[src/design/sprite_pkg.sv]
package sprite_pkg;

    // chart geometry
    localparam int LANES       = 4;
    localparam int CHART_DEPTH = 16;
    localparam int SLOTS       = 4;
    localparam int TIME_W      = 14;

    localparam logic [1:0] NOTE_SHORT = 2'b01;

    // note motion, row = OFFSET_Y - MV_SPEED * (note time - now)
    localparam int MV_SPEED    = 14;
    localparam int OFFSET_Y    = 454;
    localparam int SCREEN_ROWS = 480;

    // sprite and frame buffer layout
    localparam int NOTE_ROWS  = 12;
    localparam int NOTE_WORDS = 3;
    localparam int ROW_WORDS  = 40;

    localparam logic [21:0] LANE_COL [LANES] = '{22'd1, 22'd4, 22'd7, 22'd10};

    localparam logic [6:0]  SPRITE_BASE_DK = 7'd0;
    localparam logic [6:0]  SPRITE_BASE_FJ = 7'd36;
    localparam logic [21:0] FRAME_BASE0    = 22'h100000;
    localparam logic [21:0] FRAME_BASE1    = 22'h200000;
    localparam logic [7:0]  TRANSPARENT    = 8'hFF;

    // judgement thresholds, in time units before the note
    localparam int WIN_GOOD    = 34;
    localparam int WIN_GREAT   = 22;
    localparam int WIN_PERFECT = 14;

    localparam logic [1:0] GRADE_NONE    = 2'd0;
    localparam logic [1:0] GRADE_PERFECT = 2'd1;
    localparam logic [1:0] GRADE_GREAT   = 2'd2;
    localparam logic [1:0] GRADE_GOOD    = 2'd3;

    // blit FSM states
    localparam logic [2:0] ST_IDLE     = 3'd0;
    localparam logic [2:0] ST_WAIT_BUS = 3'd1;
    localparam logic [2:0] ST_EXAMINE  = 3'd2;
    localparam logic [2:0] ST_READ     = 3'd3;
    localparam logic [2:0] ST_FETCH    = 3'd4;
    localparam logic [2:0] ST_WRITE    = 3'd5;
    localparam logic [2:0] ST_PAUSE    = 3'd6;

    typedef union packed {
        logic [127:0]     flat;
        logic [15:0][7:0] bytes;
    } pixel_word_u;

endpackage

[src/design/note_tracker.sv]
`timescale 1ns/1ps

module note_tracker
    import sprite_pkg::*;
(
    input  logic                        clk,
    input  logic                        reset,
    input  logic                        new_frame,
    input  logic [15:0]                 un_time,
    input  logic [3:0]                  keys,
    input  logic                        chart_wr,
    input  logic [5:0]                  chart_addr,
    input  logic [15:0]                 chart_data,
    output logic                        judge_valid,
    output logic [7:0]                  judge_grade,
    output logic [TIME_W-1:0]           note_time [LANES][SLOTS],
    output logic [LANES-1:0][SLOTS-1:0] note_present
);

    logic [15:0]       chart [LANES][CHART_DEPTH];
    logic [3:0]        ptr [LANES];
    logic [LANES-1:0]  key_prev;
    logic [LANES-1:0]  lane_key;
    logic [LANES-1:0]  press;
    logic [1:0]        grade [LANES];
    logic [TIME_W-1:0] cur_time;

    function automatic logic [1:0] judge(
        input logic              present,
        input logic              pressed,
        input logic [TIME_W-1:0] delta
    );
        logic [1:0] g;
        if (!present)
            g = GRADE_NONE;
        else if (delta == '0)
            g = GRADE_GOOD;
        else if (!pressed)
            g = GRADE_NONE;
        // late notes wrap to large deltas and fall out here
        else if (delta > WIN_GOOD)
            g = GRADE_NONE;
        else if (delta > WIN_GREAT)
            g = GRADE_GOOD;
        else if (delta > WIN_PERFECT)
            g = GRADE_GREAT;
        else
            g = GRADE_PERFECT;
        return g;
    endfunction

    assign cur_time = un_time[TIME_W-1:0];

    // lane in the upper address bits
    always_ff @(posedge clk)
    begin
        if (chart_wr)
            chart[chart_addr[5:4]][chart_addr[3:0]] <= chart_data;
    end

    for (genvar l = 0; l < LANES; l++)
    begin : g_lane
        logic [15:0]       head;
        logic [TIME_W-1:0] delta;

        // keys bit 3 is lane d
        assign lane_key[l] = keys[LANES-1-l];
        assign press[l]    = lane_key[l] && !key_prev[l];

        assign head     = chart[l][ptr[l]];
        assign delta    = head[TIME_W-1:0] - cur_time;
        assign grade[l] = judge(head[TIME_W+1:TIME_W] == NOTE_SHORT, press[l], delta);

        for (genvar s = 0; s < SLOTS; s++)
        begin : g_slot
            logic [4:0]  idx;
            logic [15:0] entry;

            assign idx   = {1'b0, ptr[l]} + 5'(s);
            assign entry = chart[l][idx[3:0]];

            assign note_time[l][s]    = entry[TIME_W-1:0];
            // nothing beyond the end of the chart
            assign note_present[l][s] = !idx[4] && entry[TIME_W+1:TIME_W] == NOTE_SHORT;
        end
    end

    always_ff @(posedge clk or posedge reset)
    begin
        if (reset)
        begin
            judge_valid <= 1'b0;
            judge_grade <= '0;
            key_prev    <= '0;
            for (int l = 0; l < LANES; l++)
                ptr[l] <= '0;
        end
        else
        begin
            judge_valid <= new_frame;
            if (new_frame)
            begin
                key_prev <= lane_key;
                for (int l = 0; l < LANES; l++)
                begin
                    judge_grade[2*(LANES-1-l) +: 2] <= grade[l];
                    if (grade[l] != GRADE_NONE)
                        ptr[l] <= ptr[l] + 4'd1;
                end
            end
        end
    end

endmodule

[config.mk]
export PLATFORM = sky130hd
export DESIGN_NAME = note_tracker
export DESIGN_NICKNAME = d
export VERILOG_FILES = /design/src/design/sprite_pkg.sv /design/src/design/note_tracker.sv
export SDC_FILE = /design/constraint.sdc
export NUM_CORES = 2
export LEC_CHECK = 0
export BUFFER_PORTS_ARGS = -buffer_cell sky130_fd_sc_hd__buf_2
export CORE_ASPECT_RATIO = 1.75
export CORE_MARGIN = 2
export CORE_UTILIZATION = 30
export CTS_CLUSTER_DIAMETER = 50
export CTS_CLUSTER_SIZE = 10
export DETAILED_ROUTE_END_ITERATION = 12
export GPL_TIMING_DRIVEN = 0
export HOLD_SLACK_MARGIN = 0.02
export PLACE_DENSITY = 0.56
export SYNTH_ARGS = -nofsm -noshare
export SYNTH_HDL_FRONTEND = slang
export SYNTH_SLANG_ARGS = --single-unit
[constraint.sdc]
create_clock -name clk -period 7 [get_ports clk]
set_input_delay 1.4 -clock clk [delete_from_list [all_inputs] [get_ports clk]]
set_output_delay 1.4 -clock clk [all_outputs]
set_load 0.005 [all_outputs]
==> out/metrics.cfg <==
[power_and_ir_drop]
switching_power_mw=3.28
power_frac_clock=0.456
ir_worst_vdd_v=0.000155
p_comb_frac=0.050
internal_power_mw=10.9
switching_share=0.231
p_per_area_nw_per_um2=190
seq_power_share=0.494
leakage_nw=23.1
power_mw=14.2

[timing]
fin_crit_ns=6.93
worst_hold_slack_ns=0.498
rsz0062_at_grt=false
slew_viol_final=10
setup_violations=0
fin_worst_skew_ns=0.0345
maxSlewHeadroom=-0.00453
tightest_slew_ns=1.51
hold_viol_final=0
timing.fmax_mhz=144
finalCritPeriodShare=0.991

[critical_path]
startpoint_type=flip-flop
crit_fanout=10
critical_path.cell_chain=buf_1, clkbuf_1, nand2_1, clkbuf_1, o221ai_1, o21ai_0, a21oi_1, buf_2
cp.required_ns=5.60
path_class=flip-flop to output pin
worst_ep_arrival_time_ns=5.53
max_stage_delay_ns=1.03
cp_common_cell=clkbuf_1
ff2ff_path_depth=18
endpoint_kind=output pin
cpMaxStageDelayCell=a21oi_1

[job]
maxCapViolations=2

[placed_design]
place_congestion=0.928
dp_cells=6745
numPortBuffers=292
hpwl_um=195000
placed_cell_area_um2=70500

[global_routing]
grt_max_degree=65
gr-usage-all-layers=0.252
grt_overflow=0
grt_pass1_wl_um=378000
grt_pass1_vias=45000
antenna_found_initial=43

[die]
top_level_ports=295
die_area_um2=219000
die_h_um=617
core_um2=214000
rows=225
start_util=0.301
fp.dieW_um=355

[cells_and_area]
final_cell_mix=mux4_2 (1051), edfxtp_1 (1024), buf_2 (321)
final_common_cell=mux4_2
final_util=0.349
nets=4170
drive_gt1_frac=0.433
fin_area_um2=74700
num-fill-cells=20100
finalNonFillerCells=6955
synthToLayoutAreaGrowth_pct=15.8

[logic_synthesis]
netlist_area_um2=64500
ys.flop_type=edfxtp_1
synth_edf_count=1024
syn_avg_cell_area_um2=18.0
ys_types=85
yosys_warnings=0
ys_ff_latch=1053
ys_seq_area_frac=0.488
async_flop_share=0.0275
synthCells=3589
synth_nets=3707

[routing]
num_vias=45400
post_drt_wl_per_cell_um=40.6
antenna_left=0
drt_pass1_iterations=7
avgViaCountPerCell=6.53
drc=0
drt_iter0_drc=6669
totalWireLength_um=282000

[clocking]
clock_latency_ns=0.80
htreeDepth=4
cts_tree=yes
postCtsSetupBuffers=0
root_buffer=clkbuf_16
clk_pin_slew_ns=0.06
cts-buffers-inserted=138
clkSinkCount=1053
clk_path_buf_depth=4

[run_status]
violations=max-capacitance violations, max-slew violations
status=finished, violations left

[min_path]
worstHoldPathCells=1
hp-class=flip-flop to flip-flop

[power by group through the flow]
stage / Combinational [mW] / Clock [mW] / Sequential (mW)
finish: 0.702 / 6.46 / 7.00
global route: 0.743 / 6.66 / 7.00
CTS: 0.693 / 6.48 / 7.00
detailed placement: 0.690 / 0 / 7.13
global placement: 0.662 / 0 / 7.13
floorplan: 0.353 / 0 / 7.12
[final timing paths]
kind | start | to | slack, ns
max in group asynchronous | reset | judge_grade[4] | 5.80
max reg2reg | ptr[8] | ptr[9] | 0.17
min reg2reg | judge_grade[5] | judge_grade[5] | 0.50
max | ptr[6] | note_time[107] | 0.07
min in group asynchronous | reset | judge_valid | 0.67
min | judge_grade[5] | judge_grade[5] | 0.50
[cell families after synthesis]
kind of cell	share of synthesized area
DFF	0.488
xor gates and xnor gates	0.00840
and+or+nand+nor	0.0349
buffers and inverters	0.0213
AOI/OAI and AO/OA	0.0411
muxes	0.392
adders and majority gates	0.0144
[per-layer routing]
metal / vias up / GRT usage / wire length [um]
li1: 16700 / - / -
met3: 1098 / 0.0645 / 30200
met5: - / 0 / 192
met4: 30 / 0.168 / 23900
met1: 23800 / 0.279 / 90100
met2: 3782 / 0.427 / 138000
[metrics by stage]
stage	setup TNS (ns)	setup slack [ns]
2_1_floorplan	0	1.99
3_3_place_gp	-3.21	-0.504
3_5_place_dp	-3.10	-0.438
4_1_cts	0	0.0216
5_1_grt	0	0.00747
6_report	0	0.0652
[registers in the layout, summed over array words and instances, names as in the netlist]
name,cells
chart,1024
judge_grade,8
ptr,16
key_prev,4
judge_valid,1
[what timing repair did]
item | 4_1_cts | 5_1_grt
hold buffers | 0 | 0
setup endpoints to repair | 79 | 50
gates resized for setup | 27 | 48
[worst max-delay path, delay by kind of cell (launching register included)]
family          cells  cell delay (ns)
buf+inv             4             2.12
compound gates      3             1.64
simple gates        1             0.51
flops               1             0.44
[cells in the mapped netlist (17+ instances only)]
| cell | n | area, um^2 |
|---|---|---|
| mux4_2 | 1051 | 23700 |
| edfxtp_1 | 1024 | 30700 |
| clkbuf_1 | 176 | 661 |
| nor2_1 | 139 | 522 |
| a21oi_1 | 117 | 586 |
| mux2i_1 | 103 | 1030 |
| nand2_1 | 88 | 330 |
| buf_1 | 79 | 297 |
| o21ai_0 | 73 | 365 |
| ha_1 | 68 | 851 |
| nor2b_1 | 56 | 350 |
| inv_1 | 46 | 173 |
| xnor2_1 | 43 | 377 |
| buf_2 | 35 | 175 |
| o22ai_1 | 34 | 213 |
| o221ai_1 | 31 | 272 |
| dfrtp_1 | 29 | 726 |
| nand2b_1 | 29 | 181 |
| mux2_2 | 27 | 304 |
| nor3b_1 | 25 | 188 |
| a211oi_1 | 24 | 180 |
| nand3_1 | 24 | 120 |
| a21o_1 | 20 | 150 |
| xor2_1 | 17 | 149 |
[area by class of cell]
cell class              instances  area [um^2]  share of cell area
inverters                      56          210             0.00281
well taps                    2837         3550              0.0475
flip-flops and latches       1053        31500               0.421
clock buffers                 174         3680              0.0493
clock inverters                19          136             0.00183
plain buffers                 290         1260              0.0169
multi-input cells            2187        32200               0.431
diodes                         13         32.5            0.000436
repair buffers                326         2100              0.0282
Note: power is estimated with default switching activity, not from simulation.
