[src/design/sprite_pkg.sv]
package sprite_pkg;

    // chart geometry
    localparam int LANES       = 4;
    localparam int CHART_DEPTH = 16;
    localparam int SLOTS       = 4;
    localparam int TIME_W      = 14;

    localparam logic [1:0] NOTE_SHORT = 2'b01;

    // note motion, row = OFFSET_Y - MV_SPEED * (note time - now)
    localparam int MV_SPEED    = 14;
    localparam int OFFSET_Y    = 454;
    localparam int SCREEN_ROWS = 480;

    // sprite and frame buffer layout
    localparam int NOTE_ROWS  = 12;
    localparam int NOTE_WORDS = 3;
    localparam int ROW_WORDS  = 40;

    localparam logic [21:0] LANE_COL [LANES] = '{22'd1, 22'd4, 22'd7, 22'd10};

    localparam logic [6:0]  SPRITE_BASE_DK = 7'd0;
    localparam logic [6:0]  SPRITE_BASE_FJ = 7'd36;
    localparam logic [21:0] FRAME_BASE0    = 22'h100000;
    localparam logic [21:0] FRAME_BASE1    = 22'h200000;
    localparam logic [7:0]  TRANSPARENT    = 8'hFF;

    // judgement thresholds, in time units before the note
    localparam int WIN_GOOD    = 34;
    localparam int WIN_GREAT   = 22;
    localparam int WIN_PERFECT = 14;

    localparam logic [1:0] GRADE_NONE    = 2'd0;
    localparam logic [1:0] GRADE_PERFECT = 2'd1;
    localparam logic [1:0] GRADE_GREAT   = 2'd2;
    localparam logic [1:0] GRADE_GOOD    = 2'd3;

    // blit FSM states
    localparam logic [2:0] ST_IDLE     = 3'd0;
    localparam logic [2:0] ST_WAIT_BUS = 3'd1;
    localparam logic [2:0] ST_EXAMINE  = 3'd2;
    localparam logic [2:0] ST_READ     = 3'd3;
    localparam logic [2:0] ST_FETCH    = 3'd4;
    localparam logic [2:0] ST_WRITE    = 3'd5;
    localparam logic [2:0] ST_PAUSE    = 3'd6;

    typedef union packed {
        logic [127:0]     flat;
        logic [15:0][7:0] bytes;
    } pixel_word_u;

endpackage

[src/design/blit_sequencer.sv]
`timescale 1ns/1ps

module blit_sequencer
    import sprite_pkg::*;
(
    input  logic                        clk,
    input  logic                        reset,
    input  logic                        new_frame,
    input  logic                        frame_flip,
    input  logic [15:0]                 un_time,
    input  logic                        sdram_wait,
    input  logic                        sdram_ac,
    input  logic [TIME_W-1:0]           note_time [LANES][SLOTS],
    input  logic [LANES-1:0][SLOTS-1:0] note_present,
    input  logic [127:0]                sprite_word,
    output logic [6:0]                  sprite_rdaddr,
    output logic                        sdram_wr,
    output logic [21:0]                 sdram_addr,
    output logic [127:0]                sdram_data,
    output logic [15:0]                 sdram_be,
    output logic                        busy,
    output logic                        done
);

    logic [2:0]         state;
    // {lane, slot}, top bit set once every note is visited
    logic [4:0]         note_idx;
    logic [1:0]         lane;
    logic [1:0]         slot;
    logic [3:0]         row;
    logic [1:0]         col;
    logic               resume_exam;
    logic               last_word;
    logic signed [31:0] delta;
    logic signed [31:0] pos_y;
    logic               visible;
    logic [21:0]        note_addr;
    logic [6:0]         spr_base;
    logic [21:0]        row_addr;
    pixel_word_u        word_q;

    assign lane = note_idx[3:2];
    assign slot = note_idx[1:0];

    assign delta = $signed({18'd0, note_time[lane][slot]})
                 - $signed({18'd0, un_time[TIME_W-1:0]});
    assign pos_y = OFFSET_Y - MV_SPEED * delta;

    // whole sprite must fit on screen
    assign visible = note_present[lane][slot] && pos_y >= 0
                  && pos_y <= SCREEN_ROWS - NOTE_ROWS;

    assign note_addr = (frame_flip ? FRAME_BASE1 : FRAME_BASE0)
                     + 22'(pos_y[8:0]) * 22'(ROW_WORDS) + LANE_COL[lane];

    // f and j share one sprite, d and k the other
    assign spr_base  = (lane == 2'd1 || lane == 2'd2) ? SPRITE_BASE_FJ : SPRITE_BASE_DK;
    assign last_word = row == 4'(NOTE_ROWS - 1) && col == 2'(NOTE_WORDS - 1);

    always_ff @(posedge clk or posedge reset)
    begin
        if (reset)
        begin
            state       <= ST_IDLE;
            note_idx    <= '0;
            row         <= '0;
            col         <= '0;
            resume_exam <= 1'b0;
            done        <= 1'b0;
        end
        else
        begin
            if (new_frame)
                done <= 1'b0;
            case (state)
                ST_IDLE:
                    if (new_frame)
                    begin
                        note_idx <= '0;
                        state    <= ST_WAIT_BUS;
                    end
                ST_WAIT_BUS:
                    if (!sdram_wait)
                        state <= ST_EXAMINE;
                ST_EXAMINE:
                    if (note_idx[4])
                    begin
                        done  <= 1'b1;
                        state <= ST_IDLE;
                    end
                    else if (visible)
                    begin
                        row   <= '0;
                        col   <= '0;
                        state <= ST_READ;
                    end
                    else
                        note_idx <= note_idx + 5'd1;
                ST_READ:
                    state <= ST_FETCH;
                ST_FETCH:
                    state <= ST_WRITE;
                ST_WRITE:
                    if (sdram_ac)
                    begin
                        if (col == 2'(NOTE_WORDS - 1))
                        begin
                            col <= '0;
                            row <= row + 4'd1;
                        end
                        else
                            col <= col + 2'd1;
                        if (last_word)
                            note_idx <= note_idx + 5'd1;
                        resume_exam <= last_word;
                        if (sdram_wait)
                            state <= ST_PAUSE;
                        else if (last_word)
                            state <= ST_EXAMINE;
                        else
                            state <= ST_READ;
                    end
                ST_PAUSE:
                    if (!sdram_wait)
                        state <= resume_exam ? ST_EXAMINE : ST_READ;
                default:
                    state <= ST_IDLE;
            endcase
        end
    end

    // sprite words are stored row by row, so the read address just counts up
    always_ff @(posedge clk)
    begin
        case (state)
            ST_EXAMINE:
            begin
                row_addr      <= note_addr;
                sprite_rdaddr <= spr_base;
            end
            ST_FETCH:
            begin
                word_q.flat <= sprite_word;
                sdram_addr  <= row_addr + 22'(col);
            end
            ST_WRITE:
                if (sdram_ac)
                begin
                    sprite_rdaddr <= sprite_rdaddr + 7'd1;
                    if (col == 2'(NOTE_WORDS - 1))
                        row_addr <= row_addr + 22'(ROW_WORDS);
                end
            default:
                ;
        endcase
    end

    assign sdram_wr   = state == ST_WRITE;
    assign busy       = state != ST_IDLE;
    assign sdram_data = word_q.flat;

    // transparent bytes leave the frame buffer untouched
    always_comb
    begin
        for (int i = 0; i < 16; i++)
            sdram_be[i] = word_q.bytes[i] != TRANSPARENT;
    end

endmodule

[config.mk]
export PLATFORM = sky130hd
export DESIGN_NAME = blit_sequencer
export DESIGN_NICKNAME = d
export VERILOG_FILES = /design/src/design/sprite_pkg.sv /design/src/design/blit_sequencer.sv
export SDC_FILE = /design/constraint.sdc
export NUM_CORES = 1
export LEC_CHECK = 0
export BUFFER_PORTS_ARGS = -buffer_cell sky130_fd_sc_hd__buf_2
export CELL_PAD_IN_SITES_DETAIL_PLACEMENT = 1
export CELL_PAD_IN_SITES_GLOBAL_PLACEMENT = 1
export CORE_AREA = 2 2 222 224
export DETAILED_ROUTE_END_ITERATION = 7
export DIE_AREA = 0 0 224 226
export PLACE_DENSITY_LB_ADDON = 0.12
export SYNTH_ARGS = -nofsm -noshare
export SYNTH_HDL_FRONTEND = slang
export SYNTH_SLANG_ARGS = --single-unit
[constraint.sdc]
create_clock -name clk -period 11.4 [get_ports clk]
set_clock_uncertainty 0.1 [all_clocks]
set_input_delay 0.57 -clock clk [delete_from_list [all_inputs] [get_ports clk]]
set_output_delay 0.57 -clock clk [all_outputs]
set_load 0.005 [all_outputs]
==> run metrics <==
total number of vias 10400; commonest register cell after synthesis sky130_fd_sc_hd__edfxtp_1; critical path class register to register; min-delay worst type primary input to async pin; max frequency 118 MHz; I/O pin cnt 566; run status finished clean; core area 48300 um^2; post-synth design cell area 12500 um^2; Worst Setup Start Kind register; summed negative setup slack over all endpoints 0 ns; setup repair after global routing missed its margin no; count of mapped cells out of synthesis 1016; area growth from synthesis to final layout 32.8%; detailed-route vias per instance 4.73; Critical Path RT 11.63 ns; Die ar. 50600 um^2; pin count of the biggest net entering global routing 77; DRC violations left 0; Worst-path clk slew 0.08 ns; root cell of the clock tree sky130_fd_sc_hd__clkbuf_16; final-layout worst hold slack 0.110 ns; crit end category register; slew at the pin with the worst max-slew slack 1.01 ns; portion of the post-synthesis area used by sequential elements 0.464; TritonCTS sink count 195; Die X-Extent 224 um; number of storage elements in the synthesis netlist 195; uppermost metal layer occupied by signal nets met5; deepest level of the CTS H-tree 4; Synth Area per Inst 12.3 um^2; routed wire length per instance 21.0 um; GRT Util Overall 0.179; Unique masters post-synth 70; Final #Nets 2035; top cells by instance count after synthesis sky130_fd_sc_hd__edfxtp_1, sky130_fd_sc_hd__inv_1, sky130_fd_sc_hd__mux4_2; relative max-transition margin 0.328; buffers inserted by post-CTS timing repair 0; clock tree from TritonCTS built; signal arrival time at the worst endpoint 8.74 ns; most frequent cell after synthesis sky130_fd_sc_hd__edfxtp_1; met1 layer wirelength in the final routing 16.4 mm; number of DRC markers in iteration 0 361; Post-DRT Antenna Nets 0; number of rows created at floorplan 81; area share of the leading cell type in the synthesized netlist 0.432; Post-CTS Hold Fix Bufs 0; Buffers on Ports 563; Max Buffers Root-to-Sink 2; Synth Net Count 1488; dominant cell type by area after synthesis sky130_fd_sc_hd__edfxtp_1; HPWL reported at the end of detailed placement 39.6 mm; wire length of the first global-routing pass 67.4 mm; Setup-failing EPs final 0; part of the cycle the worst path needs 0.746; Met3 Wirelength 3.23 mm; source-to-sink clock delay at the later pin of the worst-skew pair 0.45 ns; max-slew violation total from the final report 0; core occupancy in the finished layout 0.342; total count of hold-check failures in the final report 0; final period demand of the worst path 8.50 ns; number of warning messages in the yosys log 0; synth top area cells sky130_fd_sc_hd__edfxtp_1, sky130_fd_sc_hd__mux4_2, sky130_fd_sc_hd__ha_1; routed length on met2 24.9 mm; length of the first detailed-routing pass in iterations 6; Critical Path Fanout Max 37; Total Wirelength 46.3 mm; number of synthesized flops with an enable pin 179; Die Span Y 226 um; pre-CTS setup slack 2.74 ns; minimum setup slack in the final design 2.90 ns; max-cap check violation count 0; share of post-route cells with drive strength above 1 0.453; grt ovf 0; number of gates resized after CTS 0; CTS buffer count 17; effective utilization at floorplan 0.258; initial antenna violation count 13; gpl congestion 0.880; Post-synth ARST share 0.0821; via count of the first global-routing pass 11100
-- metrics by stage --
stage / cells / cell area, um^2
2_1_floorplan: 1016 / 12500
3_3_place_gp: 2166 / 16000
3_5_place_dp: 2166 / 16000
4_1_cts: 2197 / 16500
5_1_grt: 2204 / 16500
6_report: 2204 / 16500
-- logic make-up after synthesis --
logic type               Yosys count  synth area share
AND/OR/NAND/NOR                  279             0.117
multiplexers                      78             0.138
flip-flops                       195             0.464
XOR/XNOR                          75            0.0527
buffers and inverters            134            0.0408
AO/OA/AOI/OAI                    173            0.0956
adder cells (fa/ha/maj)           82            0.0920
-- per-layer routing --
metal  GRT usage  vias to the layer above
met5           0                        -
met4      0.0908                        6
met3      0.0492                       61
met2       0.339                      386
met1       0.178                     5041
li1            -                     4938
-- worst max-delay path, cell delays in order (launching register included) --
cell,delay (ns)
sky130_fd_sc_hd__dfrtp_4,0.77
sky130_fd_sc_hd__buf_4,0.64
sky130_fd_sc_hd__mux4_2,0.59
sky130_fd_sc_hd__mux4_2,0.51
sky130_fd_sc_hd__ha_1,0.40
sky130_fd_sc_hd__a21oi_1,0.18
sky130_fd_sc_hd__o21ai_0,0.13
sky130_fd_sc_hd__nor3_1,0.17
sky130_fd_sc_hd__o21ai_1,0.13
sky130_fd_sc_hd__a21oi_1,0.45
sky130_fd_sc_hd__nor2_1,0.19
sky130_fd_sc_hd__ha_1,0.35
sky130_fd_sc_hd__fa_1,0.47
sky130_fd_sc_hd__ha_1,0.49
sky130_fd_sc_hd__nand2_1,0.09
sky130_fd_sc_hd__o21ai_0,0.27
sky130_fd_sc_hd__o21ai_0,0.16
sky130_fd_sc_hd__a21oi_1,0.40
sky130_fd_sc_hd__nand2_1,0.09
sky130_fd_sc_hd__or4_1,0.40
sky130_fd_sc_hd__o2111ai_1,0.12
sky130_fd_sc_hd__o21ai_1,0.16
sky130_fd_sc_hd__nor4_2,0.50
sky130_fd_sc_hd__a211oi_2,0.16
sky130_fd_sc_hd__a21oi_2,0.28
sky130_fd_sc_hd__o2bb2ai_1,0.11
-- cell type report --
type / count / area [um^2]
well taps: 622 / 778
flip-flops and latches: 195 / 5780
clock buffers: 17 / 425
multi-input cells: 687 / 6180
repair buffers: 569 / 2860
fillers: 5503 / 31800
diodes: 7 / 17.5
clock inverters: 14 / 148
inverters: 93 / 349
-- registers in the layout (all words and copies together) (netlist names) --
| register | cells |
|---|---|
| sprite_rdaddr | 7 |
| resume_exam | 1 |
| row | 4 |
| sdram_data | 128 |
| note_idx | 5 |
| col | 2 |
| state | 3 |
| sdram_addr | 22 |
| done | 1 |
| row_addr | 22 |
-- worst paths after layout --
path	startpoint	to	slack, ns	depth (start not counted)
worst max-delay path	note_idx[2]	note_idx[1]	2.90	25
worst min-delay path	reset	done	0.11	2
worst max register to register	note_idx[2]	note_idx[1]	2.90	25
worst min register to register	resume_exam	resume_exam	0.39	2
max in group asynchronous	reset	note_idx[2]	10.59	2
min in group clk	sprite_word[94]	sdram_data[94]	0.19	1
-- cell usage in the layout (no fill, tap or decap), drive strengths merged, types with 5 or more instances in the layout --
cell and n:
buf 569, edfxtp 179, inv 98, mux4 75, ha 66, nor2 63
a21oi 52, nand2 51, o21ai 47, nand4 44, xnor2 44, xor2 31
nand3 25, or2 18, clkbuf 17, fa 16, dfrtp 16, nor3 14
nor2b 10, nand2b 10, or3 10, a211oi 10, and3 9, diode 7
o21bai 7, a31oi 7, nand3b 6, and2 6, clkinv 6, nor3b 6
a21o 5, o21a 5, o22ai 5
Power is left out: the tool's default activity adds up to more than one toggle a clock period on the data nets, which glitch-free logic cannot reach.
